File: config.mk
export PLATFORM = sky130hd
export DESIGN_NAME = branch_resolve_top
export DESIGN_NICKNAME = d
export VERILOG_FILES = /design/src/common/bru_pkg.sv /design/src/common/resolve_if.sv /design/src/branch_unit.sv /design/src/predictor/bht.sv /design/src/predictor/btb.sv /design/src/redirect_ctrl.sv /design/src/branch_resolve_top.sv
export VERILOG_INCLUDE_DIRS = /design/src /design/src/common
export SDC_FILE = /design/constraint.sdc
export NUM_CORES = 2
export LEC_CHECK = 0
export BUFFER_PORTS_ARGS = -buffer_cell sky130_fd_sc_hd__buf_4
export CORE_MARGIN = 5
export CORE_UTILIZATION = 49
export DETAILED_ROUTE_END_ITERATION = 10
export MAX_ROUTING_LAYER = met4
export PLACE_DENSITY = 0.62
export REMOVE_ABC_BUFFERS = 1
export SYNTH_ARGS = -nofsm -noshare
export SYNTH_HDL_FRONTEND = slang
export SYNTH_SLANG_ARGS = --single-unit
File: constraint.sdc
create_clock -name clk_i -period 13.1 [get_ports clk_i]
set_input_delay 2.62 -clock clk_i [delete_from_list [all_inputs] [get_ports clk_i]]
set_output_delay 2.62 -clock clk_i [all_outputs]
set_load 0.005 [all_outputs]
File: src/common/bru_config.svh
`ifndef BRU_CONFIG_SVH
`define BRU_CONFIG_SVH

// Address and data width of the core
`define BRU_XLEN 32

// Direction counters in the branch history table
// Must be a power of two
`define BHT_ENTRIES 64

// Entries in the direct-mapped branch target buffer
// Must be a power of two
`define BTB_ENTRIES 16

// Stall cycles following the flush pulse
// At least one, the refill counter counts down to one
`define REFILL_CYCLES 2

`endif

File: src/common/bru_pkg.sv
`include "bru_config.svh"

package bru_pkg;

    // Control-flow class as seen by the predictor
    // NoCF also means no table write on resolution
    typedef enum logic [1:0] {
        NoCF   = 2'd0,
        Branch = 2'd1,
        JumpR  = 2'd2
    } cf_t;

    // Prediction for the pc being resolved
    typedef struct packed {
        // Class from the BTB, NoCF on a miss
        cf_t                  cf;
        // High bit of the direction counter
        logic                 taken;
        // Target stored in the BTB entry
        logic [`BRU_XLEN-1:0] predict_address;
    } predict_t;

    // Outcome of one control-flow instruction
    typedef struct packed {
        logic [`BRU_XLEN-1:0] pc;
        // Corrected next pc, used as redirect address on a mispredict
        logic [`BRU_XLEN-1:0] target_address;
        logic                 is_taken;
        logic                 is_mispredict;
        // Class written back to BHT and BTB
        cf_t                  cf_type;
    } resolved_t;

endpackage

File: src/common/resolve_if.sv
interface resolve_if (
    input logic clk_i
);

    // Qualifies the resolution below
    logic               valid;
    // Target, direction and mispredict flag of the instruction
    bru_pkg::resolved_t resolved;

    // Branch unit produces the resolution
    // Clock only serves the protocol checks there
    modport unit (
        input  clk_i,
        output valid,
        output resolved
    );

    // Redirect control accepts and sequences
    modport ctrl (
        input valid,
        input resolved
    );

    // Predictor tables take the write data, enable comes from commit
    modport tbl (
        input resolved
    );

endinterface

File: src/branch_unit.sv
`include "bru_config.svh"

module branch_unit (
    resolve_if.unit              res,
    input logic                  jal_i,
    input logic                  jalr_i,
    input logic                  branch_i,
    input logic                  valid_i,
    input logic                  alu_res_i,
    input logic                  is_rv16_i,
    input logic [`BRU_XLEN-1:0]  pc_i,
    input logic [`BRU_XLEN-1:0]  rs1_data_i,
    input logic [`BRU_XLEN-1:0]  imm_i,
    input bru_pkg::predict_t     predict_i
);

    // Instruction sizes for the fall-through address
    localparam logic [`BRU_XLEN-1:0] STEP_RVC = 'd2;
    localparam logic [`BRU_XLEN-1:0] STEP_RVI = 'd4;

    logic [`BRU_XLEN-1:0] next_pc;
    logic [`BRU_XLEN-1:0] jump_base;
    logic [`BRU_XLEN-1:0] target_address;
    logic                 pred_taken;
    logic                 jalr_miss;

    // Sequential successor of this instruction
    assign next_pc = pc_i + (is_rv16_i ? STEP_RVC : STEP_RVI);

    // JALR jumps relative to rs1, everything else relative to pc
    assign jump_base = jalr_i ? rs1_data_i : pc_i;

    always_comb begin
        target_address = jump_base + imm_i;
        // JALR drops the lowest target bit
        if (jalr_i) begin
            target_address[0] = 1'b0;
        end
    end

    // Taken prediction only counts for a pc known as a branch
    assign pred_taken = (predict_i.cf == bru_pkg::Branch) && predict_i.taken;

    // Register jump is wrong when never seen or its target moved
    assign jalr_miss = (predict_i.cf == bru_pkg::NoCF) ||
                       (target_address != predict_i.predict_address);

    always_comb begin
        res.resolved.pc             = pc_i;
        res.resolved.target_address = target_address;
        res.resolved.is_taken       = 1'b0;
        res.resolved.is_mispredict  = 1'b0;
        res.resolved.cf_type        = bru_pkg::NoCF;
        if (valid_i) begin
            if (branch_i) begin
                // Not taken falls through to the next instruction
                res.resolved.target_address = alu_res_i ? target_address : next_pc;
                res.resolved.is_taken       = alu_res_i;
                res.resolved.is_mispredict  = alu_res_i != pred_taken;
                // Always trains the direction counter
                res.resolved.cf_type        = bru_pkg::Branch;
            end else if (jalr_i) begin
                res.resolved.is_taken      = 1'b1;
                res.resolved.is_mispredict = jalr_miss;
                // BTB only rewritten when the stored target was wrong
                res.resolved.cf_type       = jalr_miss ? bru_pkg::JumpR : bru_pkg::NoCF;
            end else if (jal_i) begin
                // Target already taken in decode
                res.resolved.is_taken = 1'b1;
            end
        end
    end

    // Valid passes straight to the controller
    assign res.valid = valid_i;

    // Decode hands over at most one control-flow class per instruction
    a_one_class: assert property (
        @(posedge res.clk_i) valid_i |-> $onehot0({jal_i, jalr_i, branch_i})
    );

endmodule

File: src/predictor/bht.sv
`include "bru_config.svh"

module bht (
    input  logic                 clk_i,
    input  logic                 reset_i,
    input  logic                 commit_i,
    resolve_if.tbl               res,
    input  logic [`BRU_XLEN-1:0] lookup_pc_i,
    output logic                 taken_o
);

    localparam int IDX_W = $clog2(`BHT_ENTRIES);

    // Counter reset value, weakly not taken
    localparam logic [1:0] CTR_INIT = 2'b01;
    localparam logic [1:0] CTR_MAX  = 2'b11;
    localparam logic [1:0] CTR_MIN  = 2'b00;

    // Packed so the whole table can be compared across cycles
    logic [`BHT_ENTRIES-1:0][1:0] ctr_q;

    logic [IDX_W-1:0] rd_idx;
    logic [IDX_W-1:0] wr_idx;
    logic             wr_en;
    logic [1:0]       wr_old;
    logic [1:0]       wr_new;

    // Halfword bit skipped, compressed neighbours share a counter
    assign rd_idx = lookup_pc_i[IDX_W+1:2];
    assign wr_idx = res.resolved.pc[IDX_W+1:2];

    // Upper counter half predicts taken
    assign taken_o = ctr_q[rd_idx][1];

    // Only conditional branches train direction
    assign wr_en  = commit_i && (res.resolved.cf_type == bru_pkg::Branch);
    assign wr_old = ctr_q[wr_idx];

    // Saturating step in the direction of the outcome
    always_comb begin
        wr_new = wr_old;
        if (res.resolved.is_taken) begin
            if (wr_old != CTR_MAX) begin
                wr_new = wr_old + 2'd1;
            end
        end else begin
            if (wr_old != CTR_MIN) begin
                wr_new = wr_old - 2'd1;
            end
        end
    end

    always_ff @(posedge clk_i) begin
        if (reset_i) begin
            for (int i = 0; i < `BHT_ENTRIES; i++) begin
                ctr_q[i] <= CTR_INIT;
            end
        end else if (wr_en) begin
            ctr_q[wr_idx] <= wr_new;
        end
    end

    // Table only moves on an accepted instruction
    a_write_on_commit: assert property (
        @(posedge clk_i) disable iff (reset_i)
        !commit_i |=> $stable(ctr_q)
    );

endmodule

File: src/predictor/btb.sv
`include "bru_config.svh"

module btb (
    input  logic                 clk_i,
    input  logic                 reset_i,
    input  logic                 commit_i,
    resolve_if.tbl               res,
    input  logic [`BRU_XLEN-1:0] lookup_pc_i,
    output logic                 hit_o,
    output bru_pkg::cf_t         cf_o,
    output logic [`BRU_XLEN-1:0] target_o
);

    localparam int IDX_W = $clog2(`BTB_ENTRIES);
    localparam int TAG_W = `BRU_XLEN - IDX_W - 2;

    // Only the valid bits are cleared
    logic [`BTB_ENTRIES-1:0] valid_q;
    logic [TAG_W-1:0]        tag_q    [`BTB_ENTRIES];
    bru_pkg::cf_t            cf_q     [`BTB_ENTRIES];
    logic [`BRU_XLEN-1:0]    target_q [`BTB_ENTRIES];

    logic [IDX_W-1:0] rd_idx;
    logic [TAG_W-1:0] rd_tag;
    logic [IDX_W-1:0] wr_idx;
    logic [TAG_W-1:0] wr_tag;
    logic             wr_en;

    // Index above the halfword bit, tag is the rest of the pc
    assign rd_idx = lookup_pc_i[IDX_W+1:2];
    assign rd_tag = lookup_pc_i[`BRU_XLEN-1:IDX_W+2];
    assign wr_idx = res.resolved.pc[IDX_W+1:2];
    assign wr_tag = res.resolved.pc[`BRU_XLEN-1:IDX_W+2];

    assign hit_o    = valid_q[rd_idx] && (tag_q[rd_idx] == rd_tag);
    assign cf_o     = cf_q[rd_idx];
    assign target_o = target_q[rd_idx];

    // Register jumps that missed, and taken branches
    assign wr_en = commit_i &&
                   ((res.resolved.cf_type == bru_pkg::JumpR) ||
                    ((res.resolved.cf_type == bru_pkg::Branch) && res.resolved.is_taken));

    always_ff @(posedge clk_i) begin
        if (reset_i) begin
            valid_q <= '0;
        end else if (wr_en) begin
            valid_q[wr_idx] <= 1'b1;
        end
    end

    // Entry payload
    always_ff @(posedge clk_i) begin
        if (wr_en) begin
            tag_q[wr_idx]    <= wr_tag;
            cf_q[wr_idx]     <= res.resolved.cf_type;
            target_q[wr_idx] <= res.resolved.target_address;
        end
    end

endmodule

File: src/redirect_ctrl.sv
`include "bru_config.svh"

module redirect_ctrl (
    input  logic                 clk_i,
    input  logic                 reset_i,
    resolve_if.ctrl              res,
    output logic                 commit_o,
    output logic                 ready_o,
    output logic                 flush_o,
    output logic [`BRU_XLEN-1:0] redirect_pc_o,
    output logic [15:0]          mispredict_count_o
);

    localparam int CNT_W = $clog2(`REFILL_CYCLES + 1);

    typedef enum logic [1:0] {
        IDLE,
        FLUSH,
        REFILL
    } state_e;

    state_e               state_q;
    state_e               state_d;
    logic [CNT_W-1:0]     refill_q;
    logic [CNT_W-1:0]     refill_d;
    logic [`BRU_XLEN-1:0] redirect_pc_q;
    logic [15:0]          count_q;
    logic                 start_flush;

    // Instructions accepted only while idle
    assign ready_o  = (state_q == IDLE);
    assign commit_o = res.valid && ready_o;
    assign flush_o  = (state_q == FLUSH);

    assign start_flush = commit_o && res.resolved.is_mispredict;

    always_comb begin
        state_d  = state_q;
        refill_d = refill_q;
        case (state_q)
            IDLE: begin
                if (start_flush) begin
                    state_d = FLUSH;
                end
            end
            FLUSH: begin
                // Single flush cycle, then the fixed refill wait
                state_d  = REFILL;
                refill_d = CNT_W'(`REFILL_CYCLES);
            end
            REFILL: begin
                if (refill_q == CNT_W'(1)) begin
                    state_d = IDLE;
                end
                refill_d = refill_q - CNT_W'(1);
            end
            default: begin
                state_d = IDLE;
            end
        endcase
    end

    always_ff @(posedge clk_i) begin
        if (reset_i) begin
            state_q       <= IDLE;
            refill_q      <= '0;
            redirect_pc_q <= '0;
            count_q       <= '0;
        end else begin
            state_q  <= state_d;
            refill_q <= refill_d;
            // Corrected pc held until the next mispredict
            if (start_flush) begin
                redirect_pc_q <= res.resolved.target_address;
            end
            if (flush_o) begin
                count_q <= count_q + 16'd1;
            end
        end
    end

    assign redirect_pc_o      = redirect_pc_q;
    assign mispredict_count_o = count_q;

    // Flush lasts exactly one cycle
    a_flush_single: assert property (
        @(posedge clk_i) disable iff (reset_i)
        flush_o |=> !flush_o
    );

    // No acceptance from the flush through the end of refill
    a_no_commit_refill: assert property (
        @(posedge clk_i) disable iff (reset_i)
        flush_o |-> !commit_o [*(`REFILL_CYCLES + 1)]
    );

endmodule

File: src/branch_resolve_top.sv
`include "bru_config.svh"

module branch_resolve_top (
    input  logic                 clk_i,
    input  logic                 reset_i,
    input  logic                 valid_i,
    input  logic                 jal_i,
    input  logic                 jalr_i,
    input  logic                 branch_i,
    input  logic                 alu_res_i,
    input  logic                 is_rv16_i,
    input  logic [`BRU_XLEN-1:0] pc_i,
    input  logic [`BRU_XLEN-1:0] rs1_data_i,
    input  logic [`BRU_XLEN-1:0] imm_i,
    output logic                 ready_o,
    output logic                 flush_o,
    output logic [`BRU_XLEN-1:0] redirect_pc_o,
    output logic [15:0]          mispredict_count_o
);

    resolve_if res_if (
        .clk_i(clk_i)
    );

    logic                 commit;
    logic                 bht_taken;
    logic                 btb_hit;
    bru_pkg::cf_t         btb_cf;
    logic [`BRU_XLEN-1:0] btb_target;
    bru_pkg::predict_t    predict;

    // Tables looked up at the pc under resolution
    bht u_bht (
        .clk_i       (clk_i),
        .reset_i     (reset_i),
        .commit_i    (commit),
        .res         (res_if.tbl),
        .lookup_pc_i (pc_i),
        .taken_o     (bht_taken)
    );

    btb u_btb (
        .clk_i       (clk_i),
        .reset_i     (reset_i),
        .commit_i    (commit),
        .res         (res_if.tbl),
        .lookup_pc_i (pc_i),
        .hit_o       (btb_hit),
        .cf_o        (btb_cf),
        .target_o    (btb_target)
    );

    // BTB miss means the pc is not yet known as control flow
    assign predict.cf              = btb_hit ? btb_cf : bru_pkg::NoCF;
    assign predict.taken           = bht_taken;
    assign predict.predict_address = btb_target;

    branch_unit u_branch_unit (
        .res        (res_if.unit),
        .jal_i      (jal_i),
        .jalr_i     (jalr_i),
        .branch_i   (branch_i),
        .valid_i    (valid_i),
        .alu_res_i  (alu_res_i),
        .is_rv16_i  (is_rv16_i),
        .pc_i       (pc_i),
        .rs1_data_i (rs1_data_i),
        .imm_i      (imm_i),
        .predict_i  (predict)
    );

    redirect_ctrl u_redirect_ctrl (
        .clk_i              (clk_i),
        .reset_i            (reset_i),
        .res                (res_if.ctrl),
        .commit_o           (commit),
        .ready_o            (ready_o),
        .flush_o            (flush_o),
        .redirect_pc_o      (redirect_pc_o),
        .mispredict_count_o (mispredict_count_o)
    );

endmodule

-- Word level (Yosys, flattened, before mapping)
Memory sizes are Yosys's and may differ from the RTL's.
Cells that the tools add are included.
- register bits: 196
- bits in latches: 0
- RAM bits: 960
- memory bits (read-only): 0
- logic and storage cells: 141
- memories kept: 3
- add/sub/neg operators: 6
- multipliers: 0
- divide/modulo/power cells: 0
- order comparisons: 4
- equal/unequal tests: 12
- shift operators: 0
- mux-type cells: 30
- bitwise logic cells: 1
- reduce and logical (&&, ||, !) cells: 16
- memories (memory ; words ; width ; rd ports ; clocked after Yosys merged registers in ; wr ports ; line ; RTL):
    u_btb.target_q ; 16 ; 32 ; 1 ; 0 ; 1 ; btb.sv:21 ; logic [`BRU_XLEN-1:0] target_q [`BTB_ENTRIES];
    u_btb.tag_q ; 16 ; 26 ; 1 ; 0 ; 1 ; btb.sv:19 ; logic [TAG_W-1:0] tag_q [`BTB_ENTRIES];
    u_btb.cf_q ; 16 ; 2 ; 1 ; 0 ; 1 ; btb.sv:20 ; bru_pkg::cf_t cf_q [`BTB_ENTRIES];
- operators by type and width (cell ; number):
    $bwmux W128 ; 1
    $mux W32 ; 3
    $add A32 B32 Y32 ; 2
    $mux W36 ; 1
    $ne A32 B32 Y1 ; 1
    $eq A26 B26 Y1 ; 1
    $mux W2 ; 9
    $add A16 B1 Y16 const B ; 1
    $or A16 B16 Y16 ; 1
    $bmux W2 S6 ; 1
    $demux W2 S6 ; 1
    $logic_and A1 B1 Y1 ; 9
    $eq A2 B1 Y1 const B ; 4
    $lt A6 B7 Y1 const B ; 1
    $mux W1 ; 7
    $ge A6 B1 Y1 const B ; 1
    $mux W3 ; 2
    $pmux W2 S3 ; 1
    $lt A4 B5 Y1 const B ; 1
    $bmux W1 S4 ; 1
    $demux W1 S4 ; 1
    $eq A2 B2 Y1 const B ; 2
    $ge A4 B1 Y1 const B ; 1
    $logic_not A2 Y1 ; 2
    10 further kinds ; 14

-- Longest topological paths before layout
- depth in word-level cells: 16
- depth in mapped cells: 21

-- By module
Synthesis repeated with hierarchy kept, for this count alone.
- cell total of the unflattened synthesis: 3373
- area total of the unflattened synthesis: 51491.9 um2
- by module, submodules not included (module ; instances ; cells an instance ; area each (um2)):
    btb ; 1 ; 1648 ; 37723.7
    bht ; 1 ; 860 ; 7264.5
    branch_unit ; 1 ; 611 ; 4377.9
    redirect_ctrl ; 1 ; 252 ; 2113.3
    branch_resolve_top ; 1 ; 2 ; 12.5

-- Worst setup path after synthesis
No wires, ideal clock.
- path type: input to register
- from: input port pc_i[5]
- to: memory u_btb.cf_q[14][0] in the netlist's numbering (enable)
- setup time: 0.552 ns
- arrival: 11.010 ns
- required time: 12.548 ns
- slack: 1.539 ns
- stages: 20
- path buffers: 6
- path through: buf_2 clkinv_1 buf_1 clkbuf_1 clkbuf_1 o21ai_0 ha_1 and3_1 a221oi_1 o31a_1 a21boi_0 or3_1 nand4_1 nor4_1 and4_1 and3_1 buf_6 o32a_2 buf_4 nor3_1
- cells in the longest elaborated chain, start to end: 16
- elaborated cells on any way between the ends: 24
- those cells by class: add/sub (1); eq/ne (4); mux (10); reduce/logical (6); memory (3)
- ends and longest elaborated chain (what ; line ; RTL):
    start: declaration ; branch_resolve_top.sv:12 ; input logic [`BRU_XLEN-1:0] pc_i,
    parallel branches: the longest is 16 deep, another holds $add A32 B32 Y32 ; -- ;
    end: declaration ; btb.sv:20 ;
Several ways; the timed one is not identified. The select of a mux whose other input is x is not followed.

-- Worst setup path after layout
- from: input port jalr_i
- to: memory u_btb.tag_q[9][6] in the netlist's numbering (enable)
- cells in the longest elaborated chain, start to end: 15
- elaborated cells on any way between the ends: 17
- those cells by class: add/sub (1); eq/ne (3); mux (9); reduce/logical (4)
- ends and longest elaborated chain (what ; line ; RTL):
    start: declaration ; branch_resolve_top.sv:8 ; input logic jalr_i,
    $mux W32 ; branch_unit.sv:31 ; assign jump_base = jalr_i ? rs1_data_i : pc_i;
    $add A32 B32 Y32 ; branch_unit.sv:34 ; target_address = jump_base + imm_i;
    $mux W1 ; branch_unit.sv:36 ; if (jalr_i) begin
    $ne A32 B32 Y1 ; branch_unit.sv:46 ; (target_address != predict_i.predict_address);
    $logic_or A1 B1 Y1 ; branch_unit.sv:45 ; assign jalr_miss = (predict_i.cf == bru_pkg::NoCF) ||
    $mux W2 ; branch_unit.sv:66 ; res.resolved.cf_type = jalr_miss ? bru_pkg::JumpR : bru_pkg::NoCF;
    $mux W3 ; branch_unit.sv:62 ; end else if (jalr_i) begin
    $mux W4 (*) ; branch_unit.sv:55 ; if (branch_i) begin
    $mux W36 (*) ; branch_unit.sv:54 ; if (valid_i) begin
    $eq A2 B1 Y1 ; btb.sv:42 ; ((res.resolved.cf_type == bru_pkg::Branch) && res.resolved.is_taken));
    $logic_and A1 B1 Y1 ; btb.sv:42 ;
    $logic_or A1 B1 Y1 (*) ; btb.sv:41 ; ((res.resolved.cf_type == bru_pkg::JumpR) ||
    $logic_and A1 B1 Y1 (*) ; btb.sv:40 ; assign wr_en = commit_i &&
    $mux W1 (*) ; btb.sv:54 ; if (wr_en) begin
    $mux W1 (not written as such) (*) ; btb.sv:55 ; tag_q[wr_idx] <= wr_tag;
    end: declaration ; btb.sv:19 ;
Mark *: on every way between the ends. The rest lies on a longest branch, timed or not.

==> metrics.cfg <==
[run_status]
outcome=finished, final reports clean

[placement]
io_buffers=153
dp_slack_ps=3320
gp_congestion=0.968
dp_hpwl_um=86400

[power_and_ir_drop]
pwr-share-comb=0.105
power.leakage_nw=18.5
switching_share=0.238
vdd_drop_max_mv=0.104
clock_power_share=0.399
seqPwrFrac=0.496
p_int_mw=6.36
powerDensity_mw_per_mm2=148
switchingPower_mw=1.98

[worst_hold_path]
hold_path_class=reg2reg
hold_path_depth=2
holdCritStartpoint=u_bht.ctr_q[33]
hold_end=u_bht.ctr_q[33]

[logic_synthesis]
ys.flop_type=edfxtp_1
syn_avg_cell_area_um2=15.9
synth.distinct_cells=93
netlist_instances=3166
netlist_area_mm2=0.0502
synth_seq_cells=1156
synthArstFlopShare=0
ys_seq_area_frac=0.652
synth_edf_count=960
yosys_warnings=0

[clocking]
cts_tree=done
cts-hold-fix-buffers=0
root_buffer=clkbuf_16
clkSinkCount=1156
cts_buffer_depth=3
htreeDepth=3
clock_latency_ps=730
post_cts_buffers=0
ctsResizeCount=0
clkTransAtPathRegs_ps=60
cts_buffers=116

[worst_setup_path]
path_max_fanout=54
critPathKind=in2reg
crit_required_ps=13410
r2r_end=u_btb.tag_q[9][6]
cp_common_cell=buf_4
crit_chain=buf_4 > mux2_2 > ha_1 > fa_1 > a21o_1 > a221oi_1 > buf_4 > xnor2_1 > xnor2_1 > nor4_1 > nand3_1 > nor4_1 > and4_1 > and3_1 > o32a_2 > nor2_4 > buf_4
timing.rr.start=u_btb.target_q[11][0]
end_kind=flop
start_kind=input port
r2r_setup_slack_ps=7200
worstPathArrival_ps=9280
max_stage_delay_ps=1020
crit_path_top_delay_cell=nor4_1
ff2ff_path_depth=12

[detailed_routing]
drt-initial-drc-count=3234
vias=29663
wl_per_cell_um=29.1
antenna_left=0
wirelength_um=139000
first_pass_iters=5
drc=0
viasPerCell=6.21

[global_route]
grt_pass1_vias=29941
gr-total-overflow=0
antenna_found_initial=3
grt_max_degree=100
gr-usage-all-layers=0.261
grt_pass1_wl_um=202000

[timing]
setup_viol=0
fin_skew_ps=49.1
hold_viol_final=0
setup_tns_ps=0
timing.final.crit_period_ps=8970
fin_ws_ps=4130
fmax_mhz=111
rsz0062_at_grt=false
slew_headroom=0.124
fin_crit_sh=0.685
worst_pin_slew_ps=1310
drv_slew=0

[floorplan]
num_rows=117
start_util=0.493
die_h_um=330
io_pins=154
dieArea_mm2=0.109
core_mm2=0.102
die_w_um=330

[finish]
nNetsFinal=3453
drive_above_1_share=0.212
synthToLayoutAreaGrowth_pct=12.2

[job]
cap_violations=0

==> cell type report <==
type                       count  area (um^2)
sequential                  1156        32800
tap                         1368         1710
multi-input combinational   1760        16100
fill                        8036        45400
clock buffer                 148         3140
clock inverter                69          687
inverter                      54          204
antenna                        3         7.51
timing repair buffer         221         1710
==> metal layers <==
| metal | global-route usage | wire [um] |
|---|---|---|
| met3 | 0.0395 | 10100 |
| met5 | - | 0 |
| met2 | 0.412 | 66600 |
| met4 | 0.0708 | 3660 |
| met1 | 0.361 | 58800 |
==> cells by family after synthesis <==
logic type | synth area share
multiplexers | 0.151
AND/OR/NAND/NOR | 0.0664
flip-flops | 0.652
buffers and inverters | 0.0287
XOR/XNOR | 0.0230
AO/OA/AOI/OAI | 0.0676
adder cells (fa/ha/maj) | 0.0107
==> stage by stage <==
step	hold slack, ps	util	area, um^2	power (mW)	cells
after floorplan	427	-	49000	4.67	2970
after global routing	480	0.554	56300	8.61	4778
final	459	0.554	56300	8.34	4779
after detailed placement	449	0.516	52500	5.09	4559
after CTS	457	0.554	56300	8.40	4776
after global placement	440	0.516	52500	5.07	4559
==> flip-flops by register name, indices dropped and copies added (netlist names), 16 cells and up <==
register,count
u_btb.target_q,512
u_btb.tag_q,416
u_btb.cf_q,32
u_bht.ctr_q,128
u_redirect_ctrl.redirect_pc_o,32
u_redirect_ctrl.mispredict_count_o,16
u_btb.valid_q,16
==> layout by cell type, fill, tap and decap left out, types with 43 or more instances in the layout <==
cell / n
buf_4: 216
mux4_2: 261
nor2b_1: 73
nand3_1: 52
xnor2_1: 76
xor2_1: 43
nand2_1: 204
inv_1: 49
dfxtp_1: 196
o21ai_0: 104
a211o_1: 65
edfxtp_1: 960
clkbuf_16: 117
nor2_1: 130
mux2i_1: 128
a21oi_1: 129
==> power by group through the flow <==
stage          Sequential (mW)  Combinational, mW  Clock (mW)
3_5_place_dp              4.22              0.875           0
4_1_cts                   4.14              0.878        3.38
5_1_grt                   4.14              0.935        3.54
2_1_floorplan             4.22              0.450           0
3_3_place_gp              4.21              0.862           0
6_report                  4.14              0.877        3.33
==> cell usage after synthesis (15+ instances only) <==
cell type,count,area [um^2]
edfxtp_1,960,28800
mux4_2,261,5880
nand2_1,204,766
dfxtp_1,196,3920
nor2_1,138,518
a21oi_1,130,651
mux2i_1,129,1290
o21ai_0,115,576
clkbuf_1,93,349
nor2b_1,77,482
xnor2_1,76,666
a211o_1,65,569
nand3_1,52,260
inv_1,49,184
xor2_1,43,377
a22oi_1,38,285
ha_1,38,475
nand2b_1,37,231
buf_2,32,160
nor3_1,32,160
buf_6,25,282
or2b_1,24,180
o22ai_1,23,144
and3_1,20,125
nand4_1,20,125
buf_4,17,128
a21o_1,16,120
a22o_1,16,140
a211oi_1,15,113
==> worst max path at each step <==
stage,from,endpoint,slack (ps),depth (start not counted)
after global routing,jalr_i,u_btb.tag_q[9][15],3920,17
after CTS,jalr_i,u_btb.tag_q[2][20],4040,17
after detailed placement,jalr_i,u_btb.tag_q[2][9],3320,17
final,jalr_i,u_btb.tag_q[9][6],4130,17
after floorplan,pc_i[5],u_btb.cf_q[14][0],1510,14
after global placement,jalr_i,u_btb.tag_q[9][25],3450,17
==> worst max-delay path: cells and delay by family <==
kind	cells	cell delay, ps
muxes	1	410
buffers and inverters	3	1250
AOI/OAI and AO/OA	3	1050
and+or+nand+nor	6	2770
adders and majority gates	2	680
xor gates and xnor gates	2	330
(Power assumes the default switching activity.)
